`config.mk`:
```
export PLATFORM = sky130hd
export DESIGN_NAME = ping_pong_ctrl
export DESIGN_NICKNAME = d
export VERILOG_FILES = /design/src/hw/ppc_buf_pkg.sv /design/src/hw/ppc_ctrl_pkg.sv /design/src/hw/bank_sequencer.sv /design/src/hw/bank_addr_gen.sv /design/src/hw/bank_port_register.sv /design/src/hw/ping_pong_ctrl.sv
export VERILOG_INCLUDE_DIRS = /design/src /design/src/include
export SDC_FILE = /design/constraint.sdc
export NUM_CORES = 1
export LEC_CHECK = 0
export BUFFER_PORTS_ARGS = -buffer_cell sky130_fd_sc_hd__buf_4
export CORE_ASPECT_RATIO = 2
export CORE_MARGIN = 3
export CORE_UTILIZATION = 50
export CTS_CLUSTER_SIZE = 10
export DETAILED_ROUTE_END_ITERATION = 12
export PLACE_DENSITY = 0.7
export SLEW_MARGIN = 0
export SYNTH_ARGS = -nofsm -noshare
export SYNTH_HDL_FRONTEND = slang
export SYNTH_HIERARCHICAL = 1
export SYNTH_SLANG_ARGS = --single-unit
```
`constraint.sdc`:
```
create_clock -name clk -period 2.4 [get_ports clk]
set_input_delay 0.12 -clock clk [delete_from_list [all_inputs] [get_ports clk]]
set_output_delay 0.12 -clock clk [all_outputs]
set_load 0.01 [all_outputs]
```
`src/include/ppc_settings.svh`:
```
////////////////////////////////////////////////////////////////////////////
// Ping-pong controller sizes
// Bank count, block and column counts, RAM address width
////////////////////////////////////////////////////////////////////////////

`ifndef PPC_SETTINGS_SVH
`define PPC_SETTINGS_SVH

// Inner blocks per output element, also depth of one west half
`define PPC_BLOCKS 4

// Output columns per tile
`define PPC_COL_Y 2

// North depth, blocks times columns
`define PPC_N_DEPTH 8

// RAM address width, must cover 2*PPC_BLOCKS and PPC_N_DEPTH
`define PPC_ADDR_W 4

// Ping and pong
`define PPC_NUM_BANKS 2

`endif

```
`src/hw/ppc_buf_pkg.sv`:
```
////////////////////////////////////////////////////////////////////////////
// Buffer RAM port types
// Port bundles for the west and north RAMs of one bank
////////////////////////////////////////////////////////////////////////////

`default_nettype none

`include "ppc_settings.svh"

package ppc_buf_pkg;

    // Read/write RAM port
    typedef struct packed {
        logic                   en;
        logic                   we;
        logic [`PPC_ADDR_W-1:0] addr;
    } bram_wr_port_t;

    // Read-only RAM port
    typedef struct packed {
        logic                   en;
        logic [`PPC_ADDR_W-1:0] addr;
    } bram_rd_port_t;

    // West RAM, both ports written together
    // Port A holds the even half, port B the odd half
    typedef struct packed {
        bram_wr_port_t a;
        bram_wr_port_t b;
    } west_bank_t;

    // North RAM, written on A and read on B
    typedef struct packed {
        bram_wr_port_t a;
        bram_rd_port_t b;
    } north_bank_t;

    // All RAM ports of one bank
    typedef struct packed {
        west_bank_t  west;
        north_bank_t north;
    } bank_ports_t;

endpackage

`default_nettype wire

```
`src/hw/ppc_ctrl_pkg.sv`:
```
////////////////////////////////////////////////////////////////////////////
// Ping-pong control types
// Commands from the sequencer, status back from each bank, bank roles
////////////////////////////////////////////////////////////////////////////

`default_nettype none

package ppc_ctrl_pkg;

    // Strobes to one bank, already gated by that bank's role
    typedef struct packed {
        // Clears the write counters
        logic wr_start;
        // One accepted input beat
        logic wr_beat;
        // Clears the read counters and the done flag
        logic rd_start;
        // Array finish pulse
        logic rd_step;
        // Rising edge of accumulator done
        logic rd_col;
    } bank_cmd_t;

    // Levels from one bank
    typedef struct packed {
        // All north entries written
        logic wr_full;
        // Last column of the tile consumed
        logic rd_done;
    } bank_stat_t;

    // Role of a bank in the current round
    typedef enum logic {
        WRITING = 1'b0,
        READING = 1'b1
    } bank_role_t;

endpackage

`default_nettype wire

```
`src/hw/bank_sequencer.sv`:
```
////////////////////////////////////////////////////////////////////////////
// Bank sequencer
// Keeps the bank roles, swaps them when a round ends and routes strobes
////////////////////////////////////////////////////////////////////////////

`timescale 1ns/100ps
`default_nettype none

`include "ppc_settings.svh"

module bank_sequencer (
    input  logic                                              clk,
    input  logic                                              rst_n,
    input  logic                                              in_valid,
    input  logic                                              systolic_finish,
    input  logic                                              acc_done,
    input  ppc_ctrl_pkg::bank_stat_t [`PPC_NUM_BANKS-1:0]     stat,
    output ppc_ctrl_pkg::bank_cmd_t  [`PPC_NUM_BANKS-1:0]     cmd,
    output ppc_ctrl_pkg::bank_role_t [`PPC_NUM_BANKS-1:0]     role,
    output logic                                              tile_end
);
    import ppc_ctrl_pkg::*;

    localparam int NUM_BANKS = `PPC_NUM_BANKS;

    logic acc_done_q;
    logic acc_rise;
    logic start_q;
    logic writer_full;
    logic reader_done;
    logic reader_done_q;
    logic swap;
    logic live;

    // Status of whichever bank holds each role
    always_comb begin
        writer_full = 1'b0;
        reader_done = 1'b0;
        for (int i = 0; i < NUM_BANKS; i++) begin
            if (role[i] == WRITING) begin
                writer_full = stat[i].wr_full;
            end else begin
                reader_done = stat[i].rd_done;
            end
        end
    end

    // No second swap while the start pulses are out
    assign swap     = writer_full & reader_done & ~start_q;
    assign live     = ~start_q;
    assign acc_rise = acc_done & ~acc_done_q;
    // First cycle the reader reports done
    assign tile_end = reader_done & ~reader_done_q;

    always_ff @(posedge clk) begin
        if (!rst_n) begin
            // Bank 0 fills first, bank 1 counts as already read
            for (int i = 0; i < NUM_BANKS; i++) begin
                role[i] <= (i == 0) ? WRITING : READING;
            end
            start_q       <= 1'b0;
            acc_done_q    <= 1'b0;
            reader_done_q <= 1'b1;
        end else begin
            if (swap) begin
                for (int i = 0; i < NUM_BANKS; i++) begin
                    role[i] <= (role[i] == WRITING) ? READING : WRITING;
                end
            end
            start_q       <= swap;
            acc_done_q    <= acc_done;
            reader_done_q <= reader_done;
        end
    end

    // Strobes reach only the bank in the matching role
    always_comb begin
        for (int i = 0; i < NUM_BANKS; i++) begin
            cmd[i].wr_start = start_q & (role[i] == WRITING);
            cmd[i].rd_start = start_q & (role[i] == READING);
            // Beats to a full writer are dropped here
            cmd[i].wr_beat  = in_valid & live & (role[i] == WRITING) & ~stat[i].wr_full;
            cmd[i].rd_step  = systolic_finish & live & (role[i] == READING);
            cmd[i].rd_col   = acc_rise & live & (role[i] == READING);
        end
    end

endmodule

`default_nettype wire

```
`src/hw/bank_addr_gen.sv`:
```
////////////////////////////////////////////////////////////////////////////
// Bank address generator
// Write and read counters of one bank, and its RAM port values
////////////////////////////////////////////////////////////////////////////

`timescale 1ns/100ps
`default_nettype none

`include "ppc_settings.svh"

module bank_addr_gen (
    input  logic                     clk,
    input  logic                     rst_n,
    input  ppc_ctrl_pkg::bank_cmd_t  cmd,
    output ppc_ctrl_pkg::bank_stat_t stat,
    output ppc_buf_pkg::bank_ports_t ports
);
    localparam int BLOCKS  = `PPC_BLOCKS;
    localparam int COL_Y   = `PPC_COL_Y;
    localparam int N_DEPTH = `PPC_N_DEPTH;
    localparam int ADDR_W  = `PPC_ADDR_W;
    localparam int WEST_W  = $clog2(BLOCKS + 1);
    localparam int NORTH_W = $clog2(N_DEPTH + 1);
    localparam int BLK_W   = (BLOCKS > 1) ? $clog2(BLOCKS) : 1;
    localparam int COL_W   = (COL_Y > 1) ? $clog2(COL_Y) : 1;

    // Write side, saturating counts of accepted beats
    logic [WEST_W-1:0]  west_cnt;
    logic [NORTH_W-1:0] north_cnt;
    // Read side
    logic [BLK_W-1:0]   blk_cnt;
    logic [COL_W-1:0]   col_cnt;
    logic               rd_done;

    logic               west_open;
    logic               west_wr;
    logic [ADDR_W-1:0]  west_a_rd;
    logic [ADDR_W-1:0]  west_b_rd;
    logic [ADDR_W-1:0]  north_b_rd;

    // Last address driven on each port
    logic [ADDR_W-1:0]  west_a_hold;
    logic [ADDR_W-1:0]  west_b_hold;
    logic [ADDR_W-1:0]  north_a_hold;
    logic [ADDR_W-1:0]  north_b_hold;

    // West takes only the first BLOCKS beats
    assign west_open = (west_cnt != WEST_W'(BLOCKS));
    assign west_wr   = cmd.wr_beat & west_open;

    // Read addresses from block and column
    assign west_a_rd  = ADDR_W'(blk_cnt);
    assign west_b_rd  = ADDR_W'(BLOCKS) + ADDR_W'(blk_cnt);
    assign north_b_rd = ADDR_W'(BLOCKS * col_cnt) + ADDR_W'(blk_cnt);

    assign stat.wr_full = (north_cnt == NORTH_W'(N_DEPTH));
    assign stat.rd_done = rd_done;

    always_comb begin
        // RAMs stay enabled, reset is applied at the port register
        ports.west.a.en  = 1'b1;
        ports.west.b.en  = 1'b1;
        ports.north.a.en = 1'b1;
        ports.north.b.en = 1'b1;

        ports.west.a.we  = west_wr;
        ports.west.b.we  = west_wr;
        ports.north.a.we = cmd.wr_beat;

        // West ports are shared by the write and read sides
        if (west_wr) begin
            ports.west.a.addr = ADDR_W'(west_cnt);
            ports.west.b.addr = ADDR_W'(BLOCKS) + ADDR_W'(west_cnt);
        end else if (cmd.rd_step) begin
            ports.west.a.addr = west_a_rd;
            ports.west.b.addr = west_b_rd;
        end else begin
            ports.west.a.addr = west_a_hold;
            ports.west.b.addr = west_b_hold;
        end

        ports.north.a.addr = cmd.wr_beat ? ADDR_W'(north_cnt) : north_a_hold;
        ports.north.b.addr = cmd.rd_step ? north_b_rd : north_b_hold;
    end

    always_ff @(posedge clk) begin
        if (!rst_n) begin
            west_cnt     <= '0;
            north_cnt    <= '0;
            blk_cnt      <= '0;
            col_cnt      <= '0;
            // A fresh bank has nothing left to read
            rd_done      <= 1'b1;
            west_a_hold  <= '0;
            west_b_hold  <= ADDR_W'(BLOCKS);
            north_a_hold <= '0;
            north_b_hold <= '0;
        end else begin
            west_a_hold  <= ports.west.a.addr;
            west_b_hold  <= ports.west.b.addr;
            north_a_hold <= ports.north.a.addr;
            north_b_hold <= ports.north.b.addr;

            if (cmd.wr_start) begin
                west_cnt  <= '0;
                north_cnt <= '0;
            end else if (cmd.wr_beat) begin
                north_cnt <= north_cnt + 1'b1;
                if (west_open) begin
                    west_cnt <= west_cnt + 1'b1;
                end
            end

            if (cmd.rd_start) begin
                blk_cnt <= '0;
                col_cnt <= '0;
                rd_done <= 1'b0;
            end else begin
                // Block count wraps once per output element
                if (cmd.rd_step) begin
                    if (blk_cnt == BLK_W'(BLOCKS - 1)) begin
                        blk_cnt <= '0;
                    end else begin
                        blk_cnt <= blk_cnt + 1'b1;
                    end
                end
                // Done after the last column of the tile
                if (cmd.rd_col) begin
                    if (col_cnt == COL_W'(COL_Y - 1)) begin
                        col_cnt <= '0;
                        rd_done <= 1'b1;
                    end else begin
                        col_cnt <= col_cnt + 1'b1;
                    end
                end
            end
        end
    end

endmodule

`default_nettype wire

```
`src/hw/bank_port_register.sv`:
```
////////////////////////////////////////////////////////////////////////////
// Bank port register
// Output flops for all RAM ports, plus ready, active and tile status
////////////////////////////////////////////////////////////////////////////

`timescale 1ns/100ps
`default_nettype none

`include "ppc_settings.svh"

module bank_port_register (
    input  logic                                              clk,
    input  logic                                              rst_n,
    input  ppc_buf_pkg::bank_ports_t [`PPC_NUM_BANKS-1:0]     ports_in,
    input  ppc_ctrl_pkg::bank_role_t [`PPC_NUM_BANKS-1:0]     role,
    input  logic                                              tile_end,
    output ppc_buf_pkg::bank_ports_t [`PPC_NUM_BANKS-1:0]     bank_ports,
    output logic                                              write_ready,
    output logic                                              read_active,
    output logic                                              tile_done
);
    import ppc_ctrl_pkg::*;

    localparam int NUM_BANKS = `PPC_NUM_BANKS;
    localparam int N_DEPTH   = `PPC_N_DEPTH;
    localparam int ADDR_W    = `PPC_ADDR_W;

    bank_role_t [NUM_BANKS-1:0] role_q;
    logic                       role_changed;
    logic                       last_write;

    // Roles just swapped, a new round starts
    assign role_changed = (role != role_q);

    // Writer takes its last north entry
    always_comb begin
        last_write = 1'b0;
        for (int i = 0; i < NUM_BANKS; i++) begin
            if ((role[i] == WRITING) && ports_in[i].north.a.we &&
                (ports_in[i].north.a.addr == ADDR_W'(N_DEPTH - 1))) begin
                last_write = 1'b1;
            end
        end
    end

    always_ff @(posedge clk) begin
        if (!rst_n) begin
            // All enables low in reset
            bank_ports  <= '0;
            for (int i = 0; i < NUM_BANKS; i++) begin
                role_q[i] <= (i == 0) ? WRITING : READING;
            end
            write_ready <= 1'b1;
            read_active <= 1'b0;
            tile_done   <= 1'b0;
        end else begin
            bank_ports <= ports_in;
            role_q     <= role;
            tile_done  <= tile_end;
            if (role_changed) begin
                write_ready <= 1'b1;
                read_active <= 1'b1;
            end else begin
                // Held low until the reader finishes and the roles swap
                if (last_write) begin
                    write_ready <= 1'b0;
                end
                if (tile_end) begin
                    read_active <= 1'b0;
                end
            end
        end
    end

endmodule

`default_nettype wire

```
`src/hw/ping_pong_ctrl.sv`:
```
////////////////////////////////////////////////////////////////////////////
// Ping-pong buffer address controller
// Sequencer, one address generator per bank, output port register
////////////////////////////////////////////////////////////////////////////

`timescale 1ns/100ps
`default_nettype none

`include "ppc_settings.svh"

module ping_pong_ctrl (
    input  logic                                              clk,
    input  logic                                              rst_n,
    // Input beat strobe
    input  logic                                              in_valid,
    // One-cycle pulse per array pass
    input  logic                                              systolic_finish,
    // Accumulator done level
    input  logic                                              acc_done,
    output ppc_buf_pkg::bank_ports_t [`PPC_NUM_BANKS-1:0]     bank_ports,
    output logic                                              write_ready,
    output logic                                              read_active,
    output logic                                              tile_done
);
    import ppc_buf_pkg::*;
    import ppc_ctrl_pkg::*;

    localparam int NUM_BANKS = `PPC_NUM_BANKS;

    bank_cmd_t   [NUM_BANKS-1:0] cmd;
    bank_stat_t  [NUM_BANKS-1:0] stat;
    bank_role_t  [NUM_BANKS-1:0] role;
    bank_ports_t [NUM_BANKS-1:0] ports;
    logic                        tile_end;

    bank_sequencer u_sequencer (
        .clk             (clk),
        .rst_n           (rst_n),
        .in_valid        (in_valid),
        .systolic_finish (systolic_finish),
        .acc_done        (acc_done),
        .stat            (stat),
        .cmd             (cmd),
        .role            (role),
        .tile_end        (tile_end)
    );

    // Identical generators, one per bank
    for (genvar i = 0; i < NUM_BANKS; i++) begin : g_bank
        bank_addr_gen u_addr_gen (
            .clk   (clk),
            .rst_n (rst_n),
            .cmd   (cmd[i]),
            .stat  (stat[i]),
            .ports (ports[i])
        );
    end

    bank_port_register u_port_register (
        .clk         (clk),
        .rst_n       (rst_n),
        .ports_in    (ports),
        .role        (role),
        .tile_end    (tile_end),
        .bank_ports  (bank_ports),
        .write_ready (write_ready),
        .read_active (read_active),
        .tile_done   (tile_done)
    );

endmodule

`default_nettype wire

```
=== After elaboration in Yosys (flattened, before gate mapping) ===
Cells that the tools add are included.

* Flip-flop bits (word level): 84
* Output and inout bits: 49
* Logic and storage cells: 145
* Input port bits: 5

* Bitwise gates (word level): 29
* Reduce and logical (&&, ||, !) cells: 18
* Multiplexer cells: 33
* Add/subtract/negate cells: 14
* Equality and inequality tests: 9

{| class="wikitable"
|+ Operators by type and width
! cell !! number
|-
| $mux 4 || 12
|-
| $mux 46 || 1
|-
| $and 1x1->1 || 21
|-
| $mux 1 || 18
|-
| $reduce_bool 2->1 || 5
|-
| $reduce_or 2->1 || 5
|-
| $add 3x2->4 || 2
|-
| $add 3x2->4 const A || 2
|-
| $add 3x3->4 const A || 2
|-
| $add 4x1->4 const B || 2
|-
| $eq 4x3->1 const B || 2
|-
| $eq 4x4->1 const B || 2
|-
| $not 1->1 || 8
|-
| $reduce_and 2->1 || 4
|-
| $add 3x1->3 const B || 2
|-
| $ne 3x3->1 const B || 2
|-
| $add 2x1->2 const B || 2
|-
| $eq 2x2->1 const B || 2
|-
| $logic_and 1x1->1 || 4
|-
| $mux 2 || 2
|-
| $add 1x1->1 const B || 2
|-
| $ne 2x2->1 || 1
|}

=== Logic depth before layout (Yosys ltp) ===
* Depth in word-level cells: 9
* Depth in mapped cells: 10

=== Modules after synthesis ===
The synthesis kept the hierarchy.

{| class="wikitable"
|+ Modules (own cells, without submodules)
! module !! instances !! area each (µm²) !! cells an instance !! seq. area each (µm²)
|-
| bank_addr_gen || 2 || 1341.3 || 133 || 540.5
|-
| bank_port_register || 1 || 1437.6 || 116 || 1021.0
|-
| bank_sequencer || 1 || 321.6 || 35 || 100.1
|}

=== Least setup slack after synthesis ===
OpenSTA, ideal clock, no wires.

* Kind: register to register
* Start point: register g_bank[1].u_addr_gen.north_cnt[0]
* End point: register u_port_register.write_ready
* Setup slack: 0.320 ns
* Arrival: 1.952 ns
* Required time: 2.272 ns
* Stages on the path, launching flop included: 10
* Library setup time: 0.128 ns
* Path through: dfxtp_1 > inv_1 > ha_1 > and3b_1 > nor3_1 > buf_6 > mux2_2 > nand4b_1 > nor3b_1 > o211ai_1

{| class="wikitable"
|+ RTL lines
! what !! RTL line !! source
|-
| start, declared || bank_addr_gen.sv:29 || <nowiki>logic [NORTH_W-1:0] north_cnt;</nowiki>
|-
| start signal, assigned || bank_addr_gen.sv:108 || <nowiki>north_cnt <= north_cnt + 1'b1;</nowiki>
|-
| end signal, assigned || bank_port_register.sv:53 || <nowiki>write_ready <= 1'b1;</nowiki>
|-
| end signal, assigned || bank_port_register.sv:61 || <nowiki>write_ready <= 1'b1;</nowiki>
|-
| end signal, assigned || bank_port_register.sv:66 || <nowiki>write_ready <= 1'b0;</nowiki>
|-
| end, declared || bank_port_register.sv:18 || <nowiki>output logic write_ready,</nowiki>
|}

==> run metrics <==
first-pass GRT wire length 12.59 mm; internal power 0.002946 W; Longest Clk Path Bufs 2; Worst path slowest cell dfxtp_1; HP Class in2reg; core area 8648 sq um; Arrival @ worst endpoint 2.40 ns; Power Density 723.5 nW/um^2; switching pwr 0.0007556 W; CP Max Fanout 19; post-DP HPWL 5.334 mm; Worst Tran Pin Value 0.5166 ns; Cells after Synth 417; Comb power frac 6.0%; Fill cells 777; Final Skew 0.004836 ns; H-tree levels 3; flops & latches, synth 110; initial antenna violation count 0; setup_tns 0 ns; clk_lat worst skew 0.34 ns; Final ANT Viol Nets 0; Setup Viol. Count Final 0; Post-Place Cells 545; mapped cell area 4442 sq um; critical path data required time 2.69 ns; Highest Clock Rate 472.2 MHz; CP Cell Sequence inv_1, ha_1, and3b_1, nor3_2, buf_4, a21bo_1, a22oi_1, and2_1; Core Rows 48; Seq/Total Area, Yosys 49.58%; CP Capture Type register; fraction of layout cells with a size suffix above 1 23.64%; Num CTS Buffers 9; final net count 472; CP peak stage delay 0.40 ns; final cell count without fillers 561; Post-Route WL 7.634 mm; gr usage total 15.95%; top cells by area, synth dfxtp_1 50%, and2_1 9.3%, mux2i_1 4.1%; worst path bufs/invs 2; pin count of the biggest net entering global routing 66; Clock power frac 42.6%; Clk pin slew, worst setup/hold paths 0.07 ns; Ys Warns 6; Setup crit start kind register; Die Height 139.3 microns; Root Driver clkbuf_16; vias in the first global route 2755; Worst Path Class, Setup reg2reg; Worst VDD drop 571.7 uV; Initial Utilization 51.36%; Initial DRC Count 144; Net Sw Frac 20.41%; largest area contributor in the netlist dfxtp_1; routed vias 2883; die width 72.65 microns; DRC 0; final hold vios 0; grt total ovfl 0; Final period util 88.24%; Top delay family on crit path compound AO/OA/AOI/OAI gates; port bufs 53; clock period minus worst slack 2.118 ns; commonest cells after routing, fill and taps aside 110 x dfxtp_1, 66 x and2_1, 57 x buf_4, 18 x mux2i_1, 18 x nand2b_1; post-synth cell types 49; Sink Count 110; Syn Area/Cell 10.65 sq um; diode count 0; CTS tree yes; commonest non-fill, non-tap cell in the layout dfxtp_1; vias per cell 5.139; drt wl/cell 13.61 microns; max_cap viols 0; status completed; RePlAce Congestion 0.8030; Seq pwr share 51.4%; RSZ-0062 raised after global routing no; # IOs 54; area share of the largest cell type after synthesis 49.58%; max-slew violations 0; Pre-Repair DR Iteration Count 4; static leakage 2.219 nW; relative slew slack 65.56%; Die Area 10120 sq um; Area growth syn-to-layout 15.18%
logic make-up after synthesis:
logic type | count (synthesis) | share of synthesized area, %
flip-flops | 110 | 49.58
adder cells (fa/ha/maj) | 10 | 2.817
buffers and inverters | 50 | 7.239
XOR/XNOR | 6 | 1.183
AND/OR/NAND/NOR | 158 | 23.58
AO/OA/AOI/OAI | 49 | 7.831
multiplexers | 32 | 7.606
other | 2 | 0.1691
what timing repair did:
action | CTS | global route
hold buffers | 1 | 0
buffers inserted | 0 | 0
endpoints found under the hold margin | 1 | 0
resized for setup | 0 | 0
layer usage:
| metal | up-vias | GRT usage, % | part of all wire, % |
|---|---|---|---|
| li1 | 1467 | - | - |
| met1 | 1363 | 16.74 | 39 |
| met2 | 38 | 29.12 | 56 |
| met3 | 15 | 2.892 | 2.7 |
| met4 | 0 | 7.879 | 2.5 |
| met5 | - | 0 | 0 |
flip-flops by register name (all words and copies together) (netlist names), 4 cells and up:
signal,flops
g_bank.u_addr_gen/blk_cnt,4
g_bank.u_addr_gen/north_b_hold,8
g_bank.u_addr_gen/west_cnt,6
g_bank.u_addr_gen/north_cnt,8
g_bank.u_addr_gen/north_a_hold,8
g_bank.u_addr_gen/west_b_hold,8
g_bank.u_addr_gen/west_a_hold,8
u_port_register/bank_ports,46
worst paths after layout:
check                                          from                        endpoint  slack (ns)  depth (start not counted)
setup / recovery  g_bank[1].u_addr_gen/north_cnt[0]  u_port_register/bank_ports[40]        0.28                          8
hold / removal                                rst_n    g_bank[1].u_addr_gen/rd_done        0.23                          2
setup reg to reg  g_bank[1].u_addr_gen/north_cnt[0]  u_port_register/bank_ports[40]        0.28                          8
hold reg to reg         u_port_register/read_active     u_port_register/read_active        0.47                          2
power by group through the flow:
stage	Combinational (W)	Sequential (W)	Clock (W)
after floorplan	0.000152	0.00195	0
after detailed placement	0.000222	0.00194	0
after CTS	0.000225	0.00190	0.00162
after global routing	0.000249	0.00191	0.00169
final	0.000222	0.00190	0.00158
after global placement	0.000217	0.00194	0
area by class of cell:
cell class,instances,area [sq um],area share (%)
Multi-Input combinational cell,263,1956,38.22
Timing Repair Buffer,59,457.9,8.951
Inverter,14,52.55,1.027
Sequential cell,110,2202,43.04
Clock buffer,11,252.7,4.940
Tap cell,100,125.1,2.446
Clock inverter,4,70.07,1.370
per-stage QoR:
stage | util (%) | hold WS [ns] | total power, W | cell area [sq um] | setup WS, ns
finish | 59.16 | 0.2326 | 0.003702 | 5116 | 0.2822
detailed placement | 55.31 | 0.3531 | 0.002166 | 4783 | 0.3154
CTS | 59.16 | 0.2269 | 0.003748 | 5116 | 0.2949
floorplan | - | 0.1846 | 0.002103 | 4464 | 0.3203
global placement | 55.31 | 0.3494 | 0.002158 | 4783 | 0.3801
global route | 59.16 | 0.2688 | 0.003840 | 5116 | 0.1060
Yosys cell counts (all sizes together):
| master | number |
|---|---|
| a22oi | 8 |
| a21oi | 13 |
| o2bb2ai | 1 |
| a21boi | 1 |
| a221oi | 8 |
| nand4b | 3 |
| xor2 | 2 |
| nand3b | 11 |
| nand2 | 4 |
| buf | 30 |
| a211oi | 4 |
| nor4b | 2 |
| xnor2 | 4 |
| clkbuf | 6 |
| nor4bb | 2 |
| nand2b | 20 |
| nor2b | 11 |
| nand4 | 2 |
| o21ai | 5 |
| o22ai | 1 |
| and2 | 68 |
| nor2 | 12 |
| conb | 2 |
| and4bb | 1 |
| nor3 | 4 |
| mux2 | 14 |
| mux2i | 18 |
| inv | 14 |
| and2b | 1 |
| nor3b | 5 |
| and3b | 2 |
| and4b | 2 |
| ha | 10 |
| nand3 | 2 |
| or3b | 6 |
| o211ai | 4 |
| dfxtp | 110 |
| a21bo | 4 |
No activity file was read; power rests on OpenSTA's default activity.
